[src/rtl/fir_cfg.svh]
// build-time configuration of the symmetric FIR
// tap count is 2*FIR_HALF_TAPS, and FIR_HALF_TAPS must be at least 3
// FIR_SLICE_LAT matches the fixed pipeline of mac_slice and is not a knob
// APB map: mode at FIR_REG_MODE, coefficient k at FIR_REG_COEF0 + 4k
`ifndef FIR_CFG_SVH
`define FIR_CFG_SVH

// datapath widths
`define FIR_DATA_W     16   // sample width
`define FIR_COEF_W     18   // coefficient width, same as the multiplier b port
`define FIR_ACC_W      48   // cascade / partial sum width

// filter shape
`define FIR_HALF_TAPS  4    // one slice per coefficient pair
`define FIR_OUT_SHIFT  17   // acc >>> shift before saturation to FIR_DATA_W
`define FIR_SLICE_LAT  4    // a,b to p in enabled cycles

// register interface
`define APB_ADDR_W     8
`define APB_DATA_W     32
`define FIR_REG_MODE   8'h00 // bit 0 pre_sub, bit 1 neg_out
`define FIR_REG_COEF0  8'h10 // coefficients on a 4 byte stride

`endif
[src/rtl/fir_pkg.sv]
// shared types for the FIR datapath and its APB register block
// widths come from fir_cfg.svh, so the header must be on the include path
// APB here is the minimal subset without pprot or pstrb
`include "fir_cfg.svh"

package fir_pkg;

   // per-slice control, static while samples stream
   typedef struct packed {
      logic neg_out;  // post-adder subtracts the product, output sum is negated
      logic pre_sub;  // pre-adder forms a - d instead of a + d
   } slice_mode_t;

   // requester side of an APB3 transfer
   typedef struct packed {
      logic                    psel;
      logic                    penable;
      logic                    pwrite;
      logic [`APB_ADDR_W-1:0]  paddr;
      logic [`APB_DATA_W-1:0]  pwdata;
   } apb_req_t;

   // completer side
   typedef struct packed {
      logic [`APB_DATA_W-1:0]  prdata;
      logic                    pready;   // tied high in this design
      logic                    pslverr;  // unmapped address
   } apb_rsp_t;

   // valid-gated sample, no ready
   typedef struct packed {
      logic                          valid;
      logic signed [`FIR_DATA_W-1:0] data;
   } sample_t;

endpackage

[src/rtl/fir_regs.sv]
// APB3 completer for the FIR mode and coefficient registers
// zero wait states, pready is always high
// writes land at the edge closing the access phase
// prdata is combinational and only nonzero on a read access phase
// unmapped addresses give pslverr, writes to them are dropped
// coefficients read back sign extended to APB_DATA_W
`timescale 1ns/1ps
`include "fir_cfg.svh"

module fir_regs (
   input  logic                                              clock,
   input  logic                                              arst_n,
   input  fir_pkg::apb_req_t                                 req,
   output fir_pkg::apb_rsp_t                                 rsp,
   output logic signed [`FIR_HALF_TAPS-1:0][`FIR_COEF_W-1:0] coef,
   output fir_pkg::slice_mode_t                              mode
);

   localparam int H      = `FIR_HALF_TAPS;
   localparam int CW     = `FIR_COEF_W;
   localparam int DATA_W = `APB_DATA_W;
   localparam int MODE_W = $bits(fir_pkg::slice_mode_t);

   logic              access;    // second cycle of a transfer
   logic              wr_en;
   logic              mode_sel;
   logic [H-1:0]      coef_sel;  // one hot
   logic              mapped;
   logic [DATA_W-1:0] rd_data;

   assign access = req.psel & req.penable;
   assign wr_en  = access & req.pwrite;

   // address decode
   always_comb begin
      mode_sel = (req.paddr == `FIR_REG_MODE);
      for (int k = 0; k < H; k++)
         coef_sel[k] = (req.paddr == `APB_ADDR_W'(`FIR_REG_COEF0 + 4 * k));
   end

   assign mapped = mode_sel | (|coef_sel);

   // register file
   always_ff @(posedge clock or negedge arst_n) begin
      if (!arst_n) begin
         mode <= '0;
         coef <= '0;   // filter outputs zero until programmed
      end else if (wr_en) begin
         if (mode_sel)
            mode <= fir_pkg::slice_mode_t'(req.pwdata[MODE_W-1:0]);
         for (int k = 0; k < H; k++) begin
            if (coef_sel[k])
               coef[k] <= req.pwdata[CW-1:0];   // upper bits ignored
         end
      end
   end

   // readback mux
   always_comb begin
      rd_data = '0;
      if (mode_sel)
         rd_data = {{(DATA_W - MODE_W){1'b0}}, mode};
      for (int k = 0; k < H; k++) begin
         if (coef_sel[k])
            rd_data = {{(DATA_W - CW){coef[k][CW-1]}}, coef[k]};
      end
   end

   assign rsp.prdata  = (access & ~req.pwrite) ? rd_data : '0;
   assign rsp.pready  = 1'b1;
   assign rsp.pslverr = access & ~mapped;

endmodule

[config.mk]
export PLATFORM = sky130hd
export DESIGN_NAME = fir_regs
export DESIGN_NICKNAME = d
export VERILOG_FILES = /design/src/rtl/fir_pkg.sv /design/src/rtl/fir_regs.sv
export VERILOG_INCLUDE_DIRS = /design/src /design/src/rtl
export SDC_FILE = /design/constraint.sdc
export NUM_CORES = 1
export LEC_CHECK = 0
export ABC_AREA = 1
export BUFFER_PORTS_ARGS = -buffer_cell sky130_fd_sc_hd__buf_2
export CORE_ASPECT_RATIO = 1.2
export CORE_MARGIN = 10
export CORE_UTILIZATION = 40
export CTS_CLUSTER_DIAMETER = 40
export DETAILED_ROUTE_END_ITERATION = 8
export GPL_TIMING_DRIVEN = 0
export PLACE_DENSITY = 0.79
export SLEW_MARGIN = 20
export SYNTH_ARGS = -nofsm -noshare
export SYNTH_HDL_FRONTEND = slang
export SYNTH_SLANG_ARGS = --single-unit
[constraint.sdc]
create_clock -name clock -period 7.35 [get_ports clock]
set_clock_uncertainty 0.2 [all_clocks]
set_input_delay 1.47 -clock clock [delete_from_list [all_inputs] [get_ports clock]]
set_output_delay 1.47 -clock clock [all_outputs]
set_load 0.005 [all_outputs]
==> metrics.txt <==
status=finished clean; Clock H-tree levels=3; number of global-route vias before repair=~3.8k; total of flip-flops plus latches after synthesis=74; Post-route DRC=0; largest net degree at the start of global routing=43; Worst-Margin Slew=roughly 630 ps; DRT iter0 DRCs=about 230; number of buffers inserted by post-CTS setup repair=0; cell class contributing the biggest share of worst-path delay=buffers and inverters; CTS Buffer Depth=2; cell at the root of the clock tree=sky130_fd_sc_hd__clkbuf_8; Post-DP HPWL=about 9600 um; CP Max Fanout=15; Total Die Area=13,500 um2; Resized cells post-CTS=0; power density of the placed cells=173 nW/um2; vias per inst=5.10; data arrival time of the critical path=between 3000 and 4000 ps; Critical Path, Cell by Cell=buf_2, inv_1, nand2_1, nor2_4, nand2_2, inv_4, nand2_1, a31oi_2, buf_4, buf_2; beginning of the worst register-to-register path=coef[17]; worst hold margin=310 ps; detailed-routing iteration count for the pre-antenna-repair pass=4; placer's final routability congestion estimate=~0.82; buffering stage count on the worst path with inverters included=5; post-synthesis instance total=424; launch point of the worst hold path=coef[41]; portion of total power attributed to sequential cells=0.504; type of the setup path with the least slack=in2out; maximum capacitance violations=0; clock-pin slew of the registers on the worst-case setup and hold paths=approximately 70 ps; NumNets Final=618; Post-CTS Hold Fix Bufs=0; proportion of power drawn by the clock network=0.425; sequential cell area fraction in the yosys report=0.499; Post-Syn Nets=around 470; Die H=126 um; drt total wl=12,600 um; total core area=9030 um2; cell area after synthesis=~3700 um2; unrepaired setup endpoints after global routing=no; signed area change from the synthesized netlist to the final layout=29.2%; proportion of power drawn by combinational gates=0.071; floorplan die width=about 110 um; Rows=38; top-level I/O count=around 150; type of origin of the critical path=primary input; antenna diode instance count=0; clock sink count=74; proportion of layout cells with a drive suffix above 1=0.386; total gr overflow=0; max-slew headroom at the worst pin=0.580; final critical-path required period=between 4000 and 5000 ps; slowest stage delay, CP=550 ps; slowest cell on the critical path=sky130_fd_sc_hd__a31oi_2; initial core utilization=0.411; launching instance or port of the critical path=req[37]; CP Data Required Time=5680 ps; net switching share of the total power=0.226; TritonCTS clock tree=done; total of endpoints with negative setup slack in the final report=0; Pleak=2.56 nW; Total Neg Setup Slack=0 ps; Worst Setup End Kind=output port; fmax=~0.21 GHz; final clock period utilization by the worst path=0.659; power after layout=~0.00083 W; leading cell type in the layout, fill and taps excluded=sky130_fd_sc_hd__buf_2; Pint=roughly 0.00064 W; global-route usage over all layers=0.186; switching power=~0.00019 W; number of port buffers=137; unique cell type count in the Yosys netlist=27; Tightest Hold Check Type=reg2reg; number of warnings issued by yosys=0; WL per Instance=18.1 um; latest clock arrival within the worst-skew pair=roughly 340 ps; total via count in the routed design=about 3.6k; number of antenna violations at the first check in global routing=0; Final Max Tran Viols=0; commonest cells after routing, fill and taps aside=145 x sky130_fd_sc_hd__buf_2, 119 x sky130_fd_sc_hd__nand2_1, 74 x sky130_fd_sc_hd__dfrtp_1; count of endpoints failing hold in the final timing report=0; first-pass GRT wire length=~20,000 um; average cell area after synthesis=approximately 8.8 um2; number of nets with antenna violations after routing=0; IR Drop Worst-Case VDD=roughly 140 uV; clock buffers created by TritonCTS=9
## final cells by class
class / count / area, um2
plain buffers: 38 / 289
clock inverters: 2 / 60.1
clock buffers: 13 / 159
fillers: 867 / 4240
multi-input cells: 280 / 1450
repair buffers: 138 / 708
well taps: 120 / 150
flip-flops and latches: 74 / 1850
inverters: 32 / 123
## cells in the mapped netlist
master,count,area share
sky130_fd_sc_hd__a21oi_1,2,0.0027
sky130_fd_sc_hd__a31oi_1,15,0.025
sky130_fd_sc_hd__buf_2,9,0.012
sky130_fd_sc_hd__buf_4,16,0.032
sky130_fd_sc_hd__buf_6,10,0.030
sky130_fd_sc_hd__clkbuf_1,3,0.0030
sky130_fd_sc_hd__conb_1,1,0.0010
sky130_fd_sc_hd__dfrtp_1,74,0.50
sky130_fd_sc_hd__inv_1,28,0.028
sky130_fd_sc_hd__inv_2,3,0.0030
sky130_fd_sc_hd__inv_4,1,0.0017
sky130_fd_sc_hd__nand2_1,119,0.12
sky130_fd_sc_hd__nand2_2,7,0.012
sky130_fd_sc_hd__nand2_4,1,0.0030
sky130_fd_sc_hd__nand3_1,5,0.0067
sky130_fd_sc_hd__nand3b_1,2,0.0040
sky130_fd_sc_hd__nand4_1,2,0.0034
sky130_fd_sc_hd__nand4_4,1,0.0057
sky130_fd_sc_hd__nor2_1,6,0.0061
sky130_fd_sc_hd__nor2_2,3,0.0051
sky130_fd_sc_hd__nor2_4,3,0.0091
sky130_fd_sc_hd__nor2_8,2,0.011
sky130_fd_sc_hd__nor3_1,1,0.0013
sky130_fd_sc_hd__o211ai_1,15,0.030
sky130_fd_sc_hd__o21ai_0,31,0.042
sky130_fd_sc_hd__o21ai_1,49,0.066
sky130_fd_sc_hd__o21ai_2,15,0.035
## flip-flops by register name, indices dropped and copies added (netlist names)
name,flops
mode,2
coef,72
## power by group through the flow
stage                     Sequential, W  Combinational [W]  Clock (W)
final                          0.000418          0.0000589   0.000352
after detailed placement       0.000426          0.0000600          0
after global placement         0.000425          0.0000565          0
after CTS                      0.000418          0.0000602   0.000358
after global routing           0.000418          0.0000666   0.000376
after floorplan                0.000426          0.0000261          0
## final timing paths
check,to,slack (ps),depth (start not counted)
min in group asynchronous,coef[32],860,1
max in group asynchronous,coef[6],5510,2
min reg2reg,coef[41],310,2
max,rsp[23],2500,10
max reg2reg,coef[17],6480,2
min,coef[41],310,2
## cell families after synthesis
group | share of synthesized area
AOI/OAI and AO/OA | 0.202
buffers and inverters | 0.111
DFF | 0.499
other | 0.00101
and+or+nand+nor | 0.187
## tightest hold or removal path: stages, from the launching register on
cell                      delay [ps]
sky130_fd_sc_hd__dfrtp_1         360
sky130_fd_sc_hd__nand2_1          70
sky130_fd_sc_hd__o21ai_2          50
## per-layer routing
| layer | up-vias | GRT usage | routed length (um) |
|---|---|---|---|
| li1 | 1694 | - | - |
| met1 | 1699 | 0.203 | 4960 |
| met2 | 144 | 0.323 | 6370 |
| met3 | 20 | 0.0545 | 993 |
| met4 | 0 | 0.0811 | 290 |
| met5 | - | 0 | 0 |
## per-stage QoR
step / utilization / instances / worst slack [ps] / area [um2]
final: 0.531 / 697 / 2500 / 4790
after floorplan: - / 424 / 2650 / 3710
after CTS: 0.530 / 697 / 2190 / 4790
after detailed placement: 0.506 / 682 / 2200 / 4570
after global placement: 0.503 / 681 / 2280 / 4550
after global routing: 0.531 / 697 / 2340 / 4790
Note: power is estimated with default switching activity, not from simulation.
